`src/common/dcp_config.svh`:
```
`ifndef DCP_CONFIG_SVH
`define DCP_CONFIG_SVH

// widths of the debug panel
// all of them fixed by the teaching processor

// data word, instruction word and pc
`define DCP_WORD_W 32

// address bus shared by both memories
`define DCP_ADDR_W 32

// one console byte, plain ascii
`define DCP_CHAR_W 8

// hex digits in one printed word
// one digit per nibble of DCP_WORD_W
`define DCP_HEX_DIGITS 8

`endif

```
`src/common/dcp_char_pkg.sv`:
```
`default_nettype none
`include "dcp_config.svh"

package dcp_char_pkg;

    // one console byte
    typedef logic [`DCP_CHAR_W-1:0] char_t;

    // command letters, upper case ascii codes
    typedef enum logic [`DCP_CHAR_W-1:0] {
        CMD_P = 8'h50,
        CMD_D = 8'h44,
        CMD_I = 8'h49
    } cmd_letter_e;

    // line end, separator, error reply
    localparam char_t CH_NL = 8'h0a;
    localparam char_t CH_SP = 8'h20;
    localparam char_t CH_QM = 8'h3f;

    // hex digit ranges
    localparam char_t CH_0  = 8'h30;
    localparam char_t CH_9  = 8'h39;
    localparam char_t CH_LA = 8'h61;
    localparam char_t CH_LF = 8'h66;
    localparam char_t CH_UA = 8'h41;
    localparam char_t CH_UF = 8'h46;

endpackage

`default_nettype wire

```
`src/common/dcp_data_pkg.sv`:
```
`default_nettype none
`include "dcp_config.svh"

package dcp_data_pkg;

    // memory word, pc
    typedef logic [`DCP_WORD_W-1:0] word_t;
    // memory address
    typedef logic [`DCP_ADDR_W-1:0] addr_t;

    // what the receive engine reads
    typedef enum logic {
        SCAN_CHAR = 1'b0,
        SCAN_HEX  = 1'b1
    } scan_kind_e;

    // what the transmit engine sends
    typedef enum logic {
        PRINT_CHAR = 1'b0,
        PRINT_WORD = 1'b1
    } print_kind_e;

    // controller to scanner, req held until ack
    typedef struct packed {
        logic       req;
        scan_kind_e kind;
    } scan_req_t;

    // scanner answer, valid while ack is high
    typedef struct packed {
        logic  ack;
        logic  eol;
        word_t value;
    } scan_rsp_t;

    // controller to printer
    typedef struct packed {
        logic        req;
        print_kind_e kind;
        word_t       value;
    } print_req_t;

endpackage

`default_nettype wire

```
`src/dcp/dcp_cmd_ctrl.sv`:
```
`default_nettype none
`include "dcp_config.svh"

module dcp_cmd_ctrl
(
    input  wire logic                    clk,
    input  wire logic                    rstn,
    output dcp_data_pkg::scan_req_t      scan_req,
    input  wire dcp_data_pkg::scan_rsp_t scan_rsp,
    output dcp_data_pkg::print_req_t     print_req,
    input  wire logic                    ack_tx,
    input  wire dcp_data_pkg::word_t     pc,
    input  wire dcp_data_pkg::word_t     dout_dm,
    input  wire dcp_data_pkg::word_t     dout_im,
    output dcp_data_pkg::addr_t          addr
);

    import dcp_char_pkg::*;
    import dcp_data_pkg::*;

    // ST_DONE sends the newline after an error reply
    typedef enum logic [2:0] {
        ST_FETCH,
        ST_ARG,
        ST_DRAIN,
        ST_PRINT,
        ST_DONE
    } state_e;

    state_e      state;
    cmd_letter_e letter;
    char_t       rx_char;
    logic        has_arg;
    logic        known;

    assign rx_char = scan_rsp.value[`DCP_CHAR_W-1:0];
    // D and I take an address token
    assign has_arg = (rx_char == CMD_D) || (rx_char == CMD_I);

    //////////////////////////////
    // command sequencing, address latch
    always_ff @(posedge clk or negedge rstn)
    begin
        if (!rstn)
        begin
            state  <= ST_FETCH;
            letter <= CMD_P;
            addr   <= '0;
        end
        else
        begin
            case (state)
                ST_FETCH:
                begin
                    if (scan_rsp.ack)
                    begin
                        letter <= cmd_letter_e'(rx_char);
                        if (has_arg)
                            state <= ST_ARG;
                        // bare newline gets its reply at once
                        else if (scan_rsp.eol)
                            state <= ST_PRINT;
                        else
                            state <= ST_DRAIN;
                    end
                end
                ST_ARG:
                begin
                    if (scan_rsp.ack)
                    begin
                        addr <= addr_t'(scan_rsp.value);
                        if (scan_rsp.eol)
                            state <= ST_PRINT;
                        else
                            state <= ST_DRAIN;
                    end
                end
                // eat the rest of the line
                ST_DRAIN:
                begin
                    if (scan_rsp.ack && scan_rsp.eol)
                        state <= ST_PRINT;
                end
                ST_PRINT:
                begin
                    if (ack_tx)
                        state <= known ? ST_FETCH : ST_DONE;
                end
                default:
                begin
                    if (ack_tx)
                        state <= ST_FETCH;
                end
            endcase
        end
    end

    // scanner requests
    always_comb
    begin
        scan_req.req  = (state == ST_FETCH) || (state == ST_ARG) || (state == ST_DRAIN);
        scan_req.kind = (state == ST_ARG) ? SCAN_HEX : SCAN_CHAR;
    end

    //////////////////////////////
    // reply selection
    always_comb
    begin
        print_req.req   = (state == ST_PRINT) || (state == ST_DONE);
        print_req.kind  = PRINT_WORD;
        print_req.value = '0;
        known           = 1'b1;
        case (letter)
            CMD_P: print_req.value = pc;
            CMD_D: print_req.value = dout_dm;
            CMD_I: print_req.value = dout_im;
            default:
            begin
                known           = 1'b0;
                print_req.kind  = PRINT_CHAR;
                print_req.value = word_t'(CH_QM);
            end
        endcase
        if (state == ST_DONE)
        begin
            print_req.kind  = PRINT_CHAR;
            print_req.value = word_t'(CH_NL);
        end
    end

    assert property (@(posedge clk) disable iff (!rstn) !$isunknown(state));

endmodule

`default_nettype wire

```
`src/dcp/dcp_print.sv`:
```
`default_nettype none
`include "dcp_config.svh"

module dcp_print
(
    input  wire logic                     clk,
    input  wire logic                     rstn,
    input  wire dcp_data_pkg::print_req_t print_req,
    output logic                          ack_tx,
    output dcp_char_pkg::char_t           d_tx,
    output logic                          vld_tx,
    input  wire logic                     rdy_tx
);

    import dcp_char_pkg::*;
    import dcp_data_pkg::*;

    typedef enum logic [1:0] {
        PR_IDLE,
        PR_SEND,
        PR_ACK
    } pr_state_e;

    // counts digits, final value selects the newline
    localparam int CNT_W = $clog2(`DCP_HEX_DIGITS + 1);

    pr_state_e        state;
    print_kind_e      kind_q;
    word_t            shift_q;
    logic [CNT_W-1:0] cnt_q;
    logic [3:0]       nib;
    logic             nl_slot;
    logic             last;

    assign nib     = shift_q[`DCP_WORD_W-1 -: 4];
    assign nl_slot = (cnt_q == CNT_W'(`DCP_HEX_DIGITS));
    assign last    = (kind_q == PRINT_CHAR) || nl_slot;
    assign vld_tx  = (state == PR_SEND);
    assign ack_tx  = (state == PR_ACK);

    //////////////////////////////
    // outgoing byte
    always_comb
    begin
        if (kind_q == PRINT_CHAR)
            d_tx = shift_q[`DCP_CHAR_W-1:0];
        else if (nl_slot)
            d_tx = CH_NL;
        else if (nib < 4'd10)
            d_tx = CH_0 + char_t'(nib);
        else
            d_tx = CH_LA + char_t'(nib) - 8'd10;
    end

    always_ff @(posedge clk or negedge rstn)
    begin
        if (!rstn)
        begin
            state  <= PR_IDLE;
            kind_q <= PRINT_CHAR;
            cnt_q  <= '0;
        end
        else
        begin
            case (state)
                PR_IDLE:
                begin
                    if (print_req.req)
                    begin
                        kind_q <= print_req.kind;
                        cnt_q  <= '0;
                        state  <= PR_SEND;
                    end
                end
                PR_SEND:
                begin
                    // everything holds while the console stalls
                    if (rdy_tx)
                    begin
                        if (last)
                            state <= PR_ACK;
                        else
                            cnt_q <= cnt_q + 1'b1;
                    end
                end
                default: state <= PR_IDLE;
            endcase
        end
    end

    // word being printed, top nibble first
    always_ff @(posedge clk)
    begin
        if (state == PR_IDLE && print_req.req)
            shift_q <= print_req.value;
        else if (state == PR_SEND && rdy_tx && !last)
            shift_q <= shift_q << 4;
    end

    // console sees a steady byte under back-pressure
    assert property (@(posedge clk) disable iff (!rstn)
        vld_tx && !rdy_tx |=> vld_tx && $stable(d_tx));

endmodule

`default_nettype wire

```
`src/dcp/dcp_scan.sv`:
```
`default_nettype none
`include "dcp_config.svh"

module dcp_scan
(
    input  wire logic                    clk,
    input  wire logic                    rstn,
    input  wire dcp_char_pkg::char_t     d_rx,
    input  wire logic                    vld_rx,
    output logic                         rdy_rx,
    input  wire dcp_data_pkg::scan_req_t scan_req,
    output dcp_data_pkg::scan_rsp_t      scan_rsp
);

    import dcp_char_pkg::*;
    import dcp_data_pkg::*;

    typedef enum logic [1:0] {
        SC_IDLE,
        SC_RECV,
        SC_ACK
    } sc_state_e;

    sc_state_e  state;
    // some hex digit already shifted in
    logic       seen_q;
    logic       eol_q;
    word_t      acc_q;
    logic       take;
    logic       is_hex;
    logic [3:0] nib;

    // only open for bytes while a request is being served
    assign rdy_rx = (state == SC_RECV);
    assign take   = rdy_rx & vld_rx;

    assign scan_rsp = '{ack: (state == SC_ACK), eol: eol_q, value: acc_q};

    //////////////////////////////
    // ascii hex digit to nibble
    always_comb
    begin
        is_hex = 1'b1;
        nib    = 4'h0;
        if (d_rx >= CH_0 && d_rx <= CH_9)
            nib = 4'(d_rx - CH_0);
        else if (d_rx >= CH_LA && d_rx <= CH_LF)
            nib = 4'(d_rx - CH_LA + 8'd10);
        else if (d_rx >= CH_UA && d_rx <= CH_UF)
            nib = 4'(d_rx - CH_UA + 8'd10);
        else
            is_hex = 1'b0;
    end

    //////////////////////////////
    // request sequencing
    always_ff @(posedge clk or negedge rstn)
    begin
        if (!rstn)
        begin
            state  <= SC_IDLE;
            seen_q <= 1'b0;
            eol_q  <= 1'b0;
            acc_q  <= '0;
        end
        else
        begin
            case (state)
                SC_IDLE:
                begin
                    // fresh item, clear the accumulator
                    if (scan_req.req)
                    begin
                        seen_q <= 1'b0;
                        eol_q  <= 1'b0;
                        acc_q  <= '0;
                        state  <= SC_RECV;
                    end
                end
                SC_RECV:
                begin
                    if (take)
                    begin
                        if (scan_req.kind == SCAN_CHAR)
                        begin
                            acc_q <= {{(`DCP_WORD_W-`DCP_CHAR_W){1'b0}}, d_rx};
                            eol_q <= (d_rx == CH_NL);
                            state <= SC_ACK;
                        end
                        else if (is_hex)
                        begin
                            acc_q  <= {acc_q[`DCP_WORD_W-5:0], nib};
                            seen_q <= 1'b1;
                        end
                        // leading blanks skipped, anything else ends the token
                        else if (!(d_rx == CH_SP && !seen_q))
                        begin
                            eol_q <= (d_rx == CH_NL);
                            state <= SC_ACK;
                        end
                    end
                end
                // ack cycle, back to idle
                default: state <= SC_IDLE;
            endcase
        end
    end

    // controller must still hold its request when the answer comes
    assert property (@(posedge clk) disable iff (!rstn) scan_rsp.ack |-> scan_req.req);
    // no byte is taken from the console unless asked for
    assert property (@(posedge clk) disable iff (!rstn) !scan_req.req |-> !rdy_rx);

endmodule

`default_nettype wire

```
`src/verilog/dcp_top.sv`:
```
`default_nettype none

module dcp_top
(
    input  wire logic                clk,
    input  wire logic                rstn,
    input  wire dcp_char_pkg::char_t d_rx,
    input  wire logic                vld_rx,
    output logic                     rdy_rx,
    output dcp_char_pkg::char_t      d_tx,
    output logic                     vld_tx,
    input  wire logic                rdy_tx,
    input  wire dcp_data_pkg::word_t pc,
    output dcp_data_pkg::addr_t      addr,
    input  wire dcp_data_pkg::word_t dout_dm,
    input  wire dcp_data_pkg::word_t dout_im
);

    import dcp_data_pkg::*;

    // controller to engines
    scan_req_t  scan_req;
    scan_rsp_t  scan_rsp;
    print_req_t print_req;
    logic       ack_tx;

    //////////////////////////////
    // command controller
    dcp_cmd_ctrl u_ctrl
    (
        .clk       (clk),
        .rstn      (rstn),
        .scan_req  (scan_req),
        .scan_rsp  (scan_rsp),
        .print_req (print_req),
        .ack_tx    (ack_tx),
        .pc        (pc),
        .dout_dm   (dout_dm),
        .dout_im   (dout_im),
        .addr      (addr)
    );

    // console receive side
    dcp_scan u_scan
    (
        .clk      (clk),
        .rstn     (rstn),
        .d_rx     (d_rx),
        .vld_rx   (vld_rx),
        .rdy_rx   (rdy_rx),
        .scan_req (scan_req),
        .scan_rsp (scan_rsp)
    );

    // console transmit side
    dcp_print u_print
    (
        .clk       (clk),
        .rstn      (rstn),
        .print_req (print_req),
        .ack_tx    (ack_tx),
        .d_tx      (d_tx),
        .vld_tx    (vld_tx),
        .rdy_tx    (rdy_tx)
    );

endmodule

`default_nettype wire
```
`config.mk`:
```
export PLATFORM = sky130hd
export DESIGN_NAME = dcp_top
export DESIGN_NICKNAME = d
export VERILOG_FILES = /design/src/common/dcp_char_pkg.sv /design/src/common/dcp_data_pkg.sv /design/src/dcp/dcp_cmd_ctrl.sv /design/src/dcp/dcp_print.sv /design/src/dcp/dcp_scan.sv /design/src/verilog/dcp_top.sv
export VERILOG_INCLUDE_DIRS = /design/src /design/src/common
export SDC_FILE = /design/constraint.sdc
export NUM_CORES = 1
export LEC_CHECK = 0
export BUFFER_PORTS_ARGS = -buffer_cell sky130_fd_sc_hd__buf_2
export CAP_MARGIN = 25
export CORE_AREA = 2 2 112 114
export DETAILED_ROUTE_END_ITERATION = 10
export DIE_AREA = 0 0 114 116
export PLACE_DENSITY = 0.82
export SKIP_LAST_GASP = 1
export SYNTH_ARGS = -nofsm -noshare
export SYNTH_HDL_FRONTEND = slang
export SYNTH_SLANG_ARGS = --single-unit
```
`constraint.sdc`:
```
create_clock -name clk -period 2.1 [get_ports clk]
set_input_delay 0.42 -clock clk [delete_from_list [all_inputs] [get_ports clk]]
set_output_delay 0.42 -clock clk [all_outputs]
set_load 0.01 [all_outputs]
```
## Word level (Yosys, flattened, before mapping)

Index checks and enable logic that the tools add are counted.

| storage, ports and cells | value |
|---|---|
| bits in registers | 118 |
| latch bits | 0 |
| bits in writable memories | 0 |
| ROM bits | 0 |
| memories kept | 0 |

| cells by class | value |
|---|---|
| add/sub/neg operators | 9 |
| $mul | 0 |
| divide/modulo/power cells | 0 |
| magnitude comparators | 7 |
| equality and inequality tests | 31 |
| shift operators | 0 |
| muxes and demuxes | 53 |
| bitwise logic cells | 2 |
| reductions and logical operators | 33 |

Operators by type and width:

| cell | number |
|---|---|
| 2-to-1 mux 32 bit | 6 |
| case mux 32 bit (3 select lines) | 1 |
| case mux 32 bit (2 select lines) | 1 |
| == test 8 x 7 -> 1 bit (second input constant) | 5 |
| 2-to-1 mux 33 bit | 1 |
| 2-to-1 mux 4 bit | 6 |
| 2-to-1 mux 8 bit | 3 |
| 2-to-1 mux 3 bit | 7 |
| greater-or-equal comparator 8 x 7 -> 1 bit (second input constant) | 2 |
| <= comparator 8 x 7 -> 1 bit (second input constant) | 2 |
| 2-to-1 mux 2 bit | 8 |
| AND reduction 5 bit | 3 |
| 2-to-1 mux 1 bit | 14 |
| != test 2 x 1 -> 1 bit (second input constant) | 6 |
| != test 2 bit (second input constant) | 6 |
| case mux 3 bit (4 select lines) | 1 |
| AND reduction 4 bit | 3 |
| subtractor 4 x 1 -> 4 bit (second input constant) | 3 |
| != test 3 bit (second input constant) | 3 |
| adder 4 bit (second input constant) | 2 |
| adder 7 x 4 -> 8 bit (first input constant) | 1 |
| == test 8 x 4 -> 1 bit (second input constant) | 1 |
| == test 8 x 6 -> 1 bit (second input constant) | 1 |
| greater-or-equal comparator 8 x 6 -> 1 bit (second input constant) | 1 |
| 26 further kinds | 48 |

## Logic depth before layout (Yosys ltp)

Gate-level depths: netlist (run 1).

| depth | value |
|---|---|
| depth after elaboration | 9 |
| gate-level depth with buffers | 8 |
| gate-level depth less buffers | 7 |

## Cells and area by module

A second synthesis (run 1) with hierarchy kept.

| unflattened totals | value |
|---|---|
| cells, all modules | 562 |
| area, all modules | 6154.7 um^2 |

Modules (own cells, without submodules):

| module | instances | cells each | area each (um^2) | seq. area each (um^2) |
|---|---|---|---|---|
| dcp_cmd_ctrl | 1 | 243 | 2596.2 | 1078.5 |
| dcp_print | 1 | 186 | 1878.1 | 1136.1 |
| dcp_scan | 1 | 133 | 1680.4 | 900.9 |

## Least setup slack after synthesis (run 1)

OpenSTA, ideal clock, no wires.

| timing path | value |
|---|---|
| kind | register to register |
| start | register u_print.cnt_q[0] |
| end | register u_print.shift_q[0] (enable) |
| setup time | 390 ps |
| arrival time | 1905 ps |
| data required time | 1710 ps |
| setup slack | -195 ps |
| cell stages (with the launch flop) | 7 |
| buffers on the path | 0 |
| period minus slack after synthesis | 2295 ps |
| path through | dfrtp_1 > inv_1 > ha_1 > nand2_1 > o21ai_1 > or2_2 > nand2_1 |

| on the way | value |
|---|---|
| cells in the longest elaborated chain, start to end | 5 |

Ends and longest elaborated chain:

| item | RTL line | source |
|---|---|---|
| start: declaration | dcp_print.sv:30 | `logic [CNT_W-1:0] cnt_q;` |
| start signal: assignment | dcp_print.sv:83 | `cnt_q <= cnt_q + 1'b1;` |
| == test 4 bit | dcp_print.sv:36 | `` assign nl_slot = (cnt_q == CNT_W'(`DCP_HEX_DIGITS)); `` |
| logical OR 1 bit | dcp_print.sv:37 | `assign last = (kind_q == PRINT_CHAR) \|\| nl_slot;` |
| zero test 1 bit | dcp_print.sv:96 | `else if (state == PR_SEND && rdy_tx && !last)` |
| logical AND 1 bit | dcp_print.sv:96 |  |
| nonzero test 2 bit (no line) | - |  |
| end signal: assignment | dcp_print.sv:95 | `shift_q <= print_req.value;` |
| end signal: assignment | dcp_print.sv:97 | `shift_q <= shift_q << 4;` |
| end: declaration | dcp_print.sv:29 | `word_t shift_q;` |

No other way between the ends.
A chain may end at the register's enable or synchronous reset.

## Final worst setup path (run 1)

| timing path | value |
|---|---|
| start | register u_print.cnt_q[1] |
| end | output port d_tx[3] |

| on the way | value |
|---|---|
| cells in the longest elaborated chain, start to end | 3 |

Ends and longest elaborated chain:

| item | RTL line | source |
|---|---|---|
| == test 4 bit | dcp_print.sv:36 |  |
| 2-to-1 mux 8 bit | dcp_print.sv:47 | `else if (nl_slot)` |
| 2-to-1 mux 8 bit | dcp_print.sv:45 | `if (kind_q == PRINT_CHAR)` |
| end: declaration | dcp_top.sv:10 | `output dcp_char_pkg::char_t d_tx,` |

No other way between the ends.

==> impl_results.md, run 1 <==
- Clock root buffer: clkbuf_16
- Failing checks: setup timing
- P_leak: 3.573 nW
- Status: complete, but fails checks
- Fmax: between 400 and 500 MHz
- Crit Path Category: flop to output port
- Initial antenna violation count: 0
- # rows: 40
- Worst rel slew slack: 61.02%
- Vias: 4657
- Critical path arrival: 1710 ps
- Routed Antenna Nets: 0
- Maximum vdd drop: 609.0 uV
- Required @ worst endpoint: 1680 ps
- Vias/cell: 5.707
- Initial Utilization: 47.64%
- Maxcap violations: 0
- Synth unique cells: 54
- PnR worst setup slack: -25.92 ps
- Worst slew pin tran: about 580 ps
- IO Pins: 150
- Worst setup SP type: flop
- Hold violation count in the final report: 0
- Post-DP HPWL: 10.20 mm
- Placeable core area: 11910 sq um
- Fill cells: 934
- Final min period: 2126 ps
- Vias in the first global route: around 4600
- #FFs+latches synth: 118
- Congestion Overflow GR: 0
- Placed Cells: 777
- Largest net degree at the start of global routing: 44
- Register area share after synthesis: 54.91%
- Drt drc: 0
- WL final: 14.54 mm
- Initial drt markers: 318
- Port Buffers: 149
- CP endpoint: d_tx[3]
- WL met3: 871 um
- Die Area: 13220 sq um
- Final non-filler cell total: 816
- Skew-Pair Late Insertion Delay: 410 ps
- Synthesized net count: 598
- Post-synth EDFFs: 32
- Die W: 114 um
- Critical Path Start: u_print.cnt_q[1]
- Final Power: 7.092 mW
- TritonCTS clock tree: yes
- R2r startpoint: u_ctrl.letter[6]
- Final net count: between 700 and 800
- Area of the mapped netlist: 5674 sq um
- Layout cells sized above 1: 42.15%
- Routed length per instance: 17.82 um
- M1 WL: 6.107 mm
- Top layer in use: met4
- Final TNS setup: -39.04 ps
- Pre-CTS WS: -48.45 ps
- Highest net fanout along the worst path: 8
- Clk buf depth: 2
- Gate Count Post-Synth: 483
- GP Congestion: 0.9670
- Pins Over Slew Limit: 0
- Global-route wire length before repair: 22.98 mm
- Finish-stage setup viols: 2
- Post-synth top flop: dfrtp_1
- Sinks on Clock Net: 118
- CTS clk-pin slew, worst paths: 50 ps
- Power Dens Cells: 948.5 nW/um^2
- RSZ-0062 raised after global routing: true
- Final Cycle Share: 101.2%
- FF-to-FF End: u_print.shift_q[9]
- CTS buffer count: 17
- Reg2Reg Depth: 6
- Layout Skew: slightly above 9 ps
- Synth warn: 0
- Syn Area/Cell: 11.75 sq um
- Met2 wire length: about 7.4 mm
- R2R Setup Slk: 50 ps
- ANT cells: 0
- Hold WC Path Type: primary input to async pin
- GRT Total Usage: 22.29%
- Smallest hold slack: around 7.1 ps
- Area of the multi-input gates: 2404 sq um
- Async set-reset flop share out of synthesis: 72.88%
- Area Growth Syn to Fin: 31.78%
- FF/Latch Area: 3115 sq um
- Max H-tree Level: 4
- Worst Setup End Kind: output port
- Die height: 116 um
- Drt first pass iters: 7
- Hold_buf cts: 0
[cells in the mapped netlist (3+ instances only)]
library cell,number,share of area (%)
a21o_1,3,0.40
a21oi_1,31,2.7
a222oi_1,5,0.88
a22o_1,47,7.3
a22oi_1,5,0.66
a31oi_1,6,0.66
buf_2,11,0.97
buf_6,7,1.4
clkbuf_1,9,0.60
dfrtp_1,84,37
edfxtp_1,32,17
ha_1,7,1.5
inv_1,16,1.1
mux2_2,41,8.1
mux2i_1,5,0.88
nand2_1,43,2.8
nand2b_1,4,0.44
nand3_1,6,0.53
nor2_1,15,0.99
nor2b_1,6,0.66
nor3b_1,4,0.53
nor4_1,3,0.33
o21ai_0,15,1.3
o21ai_1,19,1.7
o22ai_1,8,0.88
o2bb2ai_1,9,1.4
or2_2,3,0.33
or4b_1,3,0.53
[routing by layer]
layer | track usage (%) | vias to the layer above
li1 | - | 2170
met1 | 27.29 | 2280
met2 | 38.57 | 186
met3 | 6.433 | 21
met4 | 6.585 | 0
met5 | 0 | -
[worst min path at each step]
stage | slack (ps) | endpoint
floorplan | 120 | u_ctrl.addr[0]
global placement | 440 | u_print.state[0]
detailed placement | 460 | u_print.cnt_q[2]
CTS | 20 | u_print.cnt_q[2]
global route | 40 | u_print.state[0]
finish | 7 | u_print.state[1]
[state kept, by name, summed over array words and instances, names as in the netlist, 2 cells and up]
register / count
u_ctrl.addr: 32
u_print.shift_q: 32
u_scan.acc_q: 32
u_ctrl.letter: 8
u_print.cnt_q: 4
u_ctrl.state: 3
u_print.state: 2
u_scan.state: 2
[cell usage in the layout (no fill, tap or decap), types with 3 or more instances in the layout]
cell,instances
mux2_2,41
clkbuf_16,19
or2_2,3
a31oi_1,5
ha_1,6
nand3_1,6
a21o_1,3
nor3b_1,4
nor2b_1,5
a22o_1,47
nor4_1,3
o2bb2ai_1,9
buf_4,26
o22ai_1,8
a22oi_1,5
a21oi_1,31
buf_12,6
edfxtp_1,32
mux2i_1,5
nor2_1,11
nand2_1,41
nor2_2,4
inv_2,3
o21ai_1,18
inv_1,13
a222oi_1,5
dfrtp_1,84
buf_2,148
o21ai_0,13
bufinv_16,3
nand2b_1,4
clkbuf_1,3
[stage by stage]
step / instance area (sq um) / utilization, %
3_3_place_gp: 6715 / 56.38
4_1_cts: 7380 / 61.95
6_report: 7477 / 62.77
5_1_grt: 7477 / 62.77
3_5_place_dp: 6715 / 56.38
2_1_floorplan: 5677 / -
[critical path, cell delays in order (launching register included)]
cell and delay, ps:
dfrtp_1 390, inv_2 90, ha_4 150, nand2_4 60
o21ai_4 180, buf_6 160, a31oi_4 40, nor2_2 110
buf_2 130
[kinds of logic (layout without fill, tap and decap cells)]
kind of cell,count (synthesis),count (layout),synth area share (%)
compound gates,161,161,20.22
xor+xnor,4,4,0.6175
fa+ha+maj,7,7,1.543
buf+inv,44,230,4.146
flops,118,118,54.91
mux,46,46,9.019
simple gates,103,103,9.548
[what timing repair did]
item | CTS | global route
resized for setup | 4 | 15
setup buffers | 2 | 5
pin swaps | 0 | 4
endpoints found under the setup margin | 11 | 9
hold endpoints to repair | 0 | 0
[where the power goes]
| part | leakage [nW] | switching (mW) | internal (mW) |
|---|---|---|---|
| Clock | 0.309 | 1.04 | 2.05 |
| Combinational | 1.80 | 0.629 | 0.512 |
| Sequential | 1.46 | 0.245 | 2.62 |
[cell type report]
cell class,count,area share [%]
clock inverter,9,1.807
clock buffer,23,6.693
sequential,118,41.67
tap,147,2.460
inverter,16,0.8032
multi-input combinational,321,32.15
timing repair buffer,182,14.42
Power figures use the tool's default switching activity.
==> run 2: changes to the inputs <==
GPL_TIMING_DRIVEN = 0   (was not set)
SKIP_CTS_REPAIR_TIMING = 1   (was not set)
==> run 2 against run 1 <==
The flow still finishes with violations (setup timing). Clock power shrank 16%. Utilization grew 0.29 points. Sequential share of layout area shrank 0.19 points. Global-route usage grew 0.29 points. Combinational power grew 17%. Highest routed layer unchanged. Critical path depth shrank 1. Flip-flop and latch count is the same. Cell count grew 1.3%. Sequential power is essentially flat.
==> impl_results.md, run 2 (synthesis gave the netlist of run 1 again) <==
- Status: complete, but fails checks
- Failing checks: setup timing
- Worst Setup End Kind: output port
- GRT Total Usage: around 23%
- Worst rel slew slack: 59.43%
- Critical path arrival: 1700 ps
- Clk buf depth: 2
- Maximum vdd drop: 550.0 uV
- Hold violation count in the final report: 0
- Combinational share of power: 19.7%
- CTS buffer count: 17
- Initial Utilization: 47.64%
- Clock power share: 38.3%
- Die Area: 13220 sq um
- ANT cells: 0
- Initial antenna violation count: 0
- Layout cells sized above 1: 43.53%
- Highest net fanout along the worst path: 8
- Sinks on Clock Net: 118
- R2R Setup Slk: 50 ps
- Sequential share of power: 42.0%
- Skew-Pair Late Insertion Delay: a little over 400 ps
- RSZ-0062 raised after global routing: true
- Vias: 4831
- Crit Path Category: flop to output port
- Final Power: 6.773 mW
- Final Cycle Share: 100.8%
- Largest regs: u_ctrl.addr x32, u_print.shift_q x32, u_scan.acc_q x32
- Max H-tree Level: 4
- GP Congestion: 0.8530
- WL final: roughly 15 mm
- Reg2Reg Depth: 5
- Fmax: ~470 MHz
- Pre-CTS WS: -473.6 ps
- CP endpoint: d_tx[3]
- Worst slew pin tran: 607.2 ps
- Placeable core area: 11910 sq um
- TritonCTS clock tree: yes
- Layout Skew: about 14 ps
- Drt first pass iters: 6
- Critical Path Start: u_print.cnt_q[1]
- Worst setup SP type: flop
- Port Buffers: 149
- Pins Over Slew Limit: 0
- Hold WC Path Type: primary input to flop
- Final net count: a little under 800
- Design area: roughly 7500 sq um
- Required @ worst endpoint: around 1700 ps
- P_leak: 3.567 nW
- PnR worst setup slack: -17.28 ps
- Switching part of the total: roughly 30%
- R2r startpoint: u_ctrl.letter[3]
- Most frequent cells in the layout: buf_2 (152), dfrtp_1 (84), a22o_1 (47)
- Die W: ~110 um
- Cell Int Power: approximately 4.7 mW
- Vias/cell: 5.842
- Global-route wire length before repair: 23.07 mm
- Final TNS setup: -17.28 ps
- Final min period: 2117 ps
- Die height: 116 um
- Drt drc: 0
- Largest net degree at the start of global routing: 76
- Final Util: 63.07%
- Congestion Overflow GR: 0
- FF-to-FF End: u_print.shift_q[14]
- Routed Antenna Nets: 0
- Vias in the first global route: around 4600
- Power Dens Cells: 901.6 nW/um^2
- Area Growth Syn to Fin: 32.39%
- Initial drt markers: approximately 370
- Most common cell after layout, fill and taps aside: buf_2
- Routed length per instance: 18.63 um
- CTS clk-pin slew, worst paths: roughly 50 ps
- IO Pins: 150
- Maxcap violations: 0
- Sw power: 2.036 mW
- # rows: 40
- Clock root buffer: clkbuf_16
- Placed instance area: 6636 sq um
- Finish-stage setup viols: 1
- Post-DP HPWL: approximately 11 mm
-- run 2: changes by cell type in the layout (fill, tap and decap cells not counted), sizes merged --
cell,change
clkbuf,+3
clkinv,+2
clkinvlp,+2
buf,+3
bufinv,-3
dlygate4sd3,+1
inv,+3
-- run 2: worst min-delay path by stage --
stage / startpoint / to / slack [ps] / depth (start not counted)
after floorplan: rstn / u_ctrl.addr[0] / 120 / 0
after global placement: u_ctrl.letter[5] / u_ctrl.letter[5] / 480 / 1
after detailed placement: rstn / u_print.state[0] / 290 / 1
after CTS: rstn / u_ctrl.state[1] / -140 / 1
after global routing: rdy_tx / u_print.state[1] / 320 / 3
final: rdy_tx / u_print.state[1] / 300 / 3
-- run 2: critical path, cell delays in order, from the launching register on --
cell and delay (ps):
dfrtp_1 400, inv_2 90, ha_4 140, nand2_4 50, o21ai_4 280, a31oi_1 70
nor2_1 120, buf_2 140
-- run 2: power groups by stage --
stage	combinational, mW	sequential (mW)	clock, mW
final	1.33	2.85	2.59
after global routing	1.45	2.88	2.76
after CTS	1.19	2.83	2.62
after detailed placement	1.18	2.87	0
after global placement	1.13	2.85	0
after floorplan	0.786	2.79	0
-- run 2: per-layer routing --
metal	up-vias	track usage [%]	share of wire, %
met5	-	0	0
met4	0	8.049	1.9
met3	33	5.335	7.0
met2	235	39.60	51
met1	2359	27.40	40
li1	2204	-	-
-- run 2: final cells by class --
cell class / count / area, sq um
Multi-Input combinational cell: 321 / 2489
Timing Repair Buffer: 166 / 905.9
Fill cell: 923 / 4399
Sequential cell: 118 / 3115
Tap cell: 147 / 183.9
Clock buffer: 19 / 432.9
Inverter: 16 / 60.06
Buffer: 27 / 227.7
Clock inverter: 13 / 97.59
-- run 2: metrics by stage --
step                cells  hold slack (ps)
finish                827            304.6
global route          827            317.6
CTS                   812           -139.3
detailed placement    780            285.0
global placement      779            480.9
floorplan             483            124.4
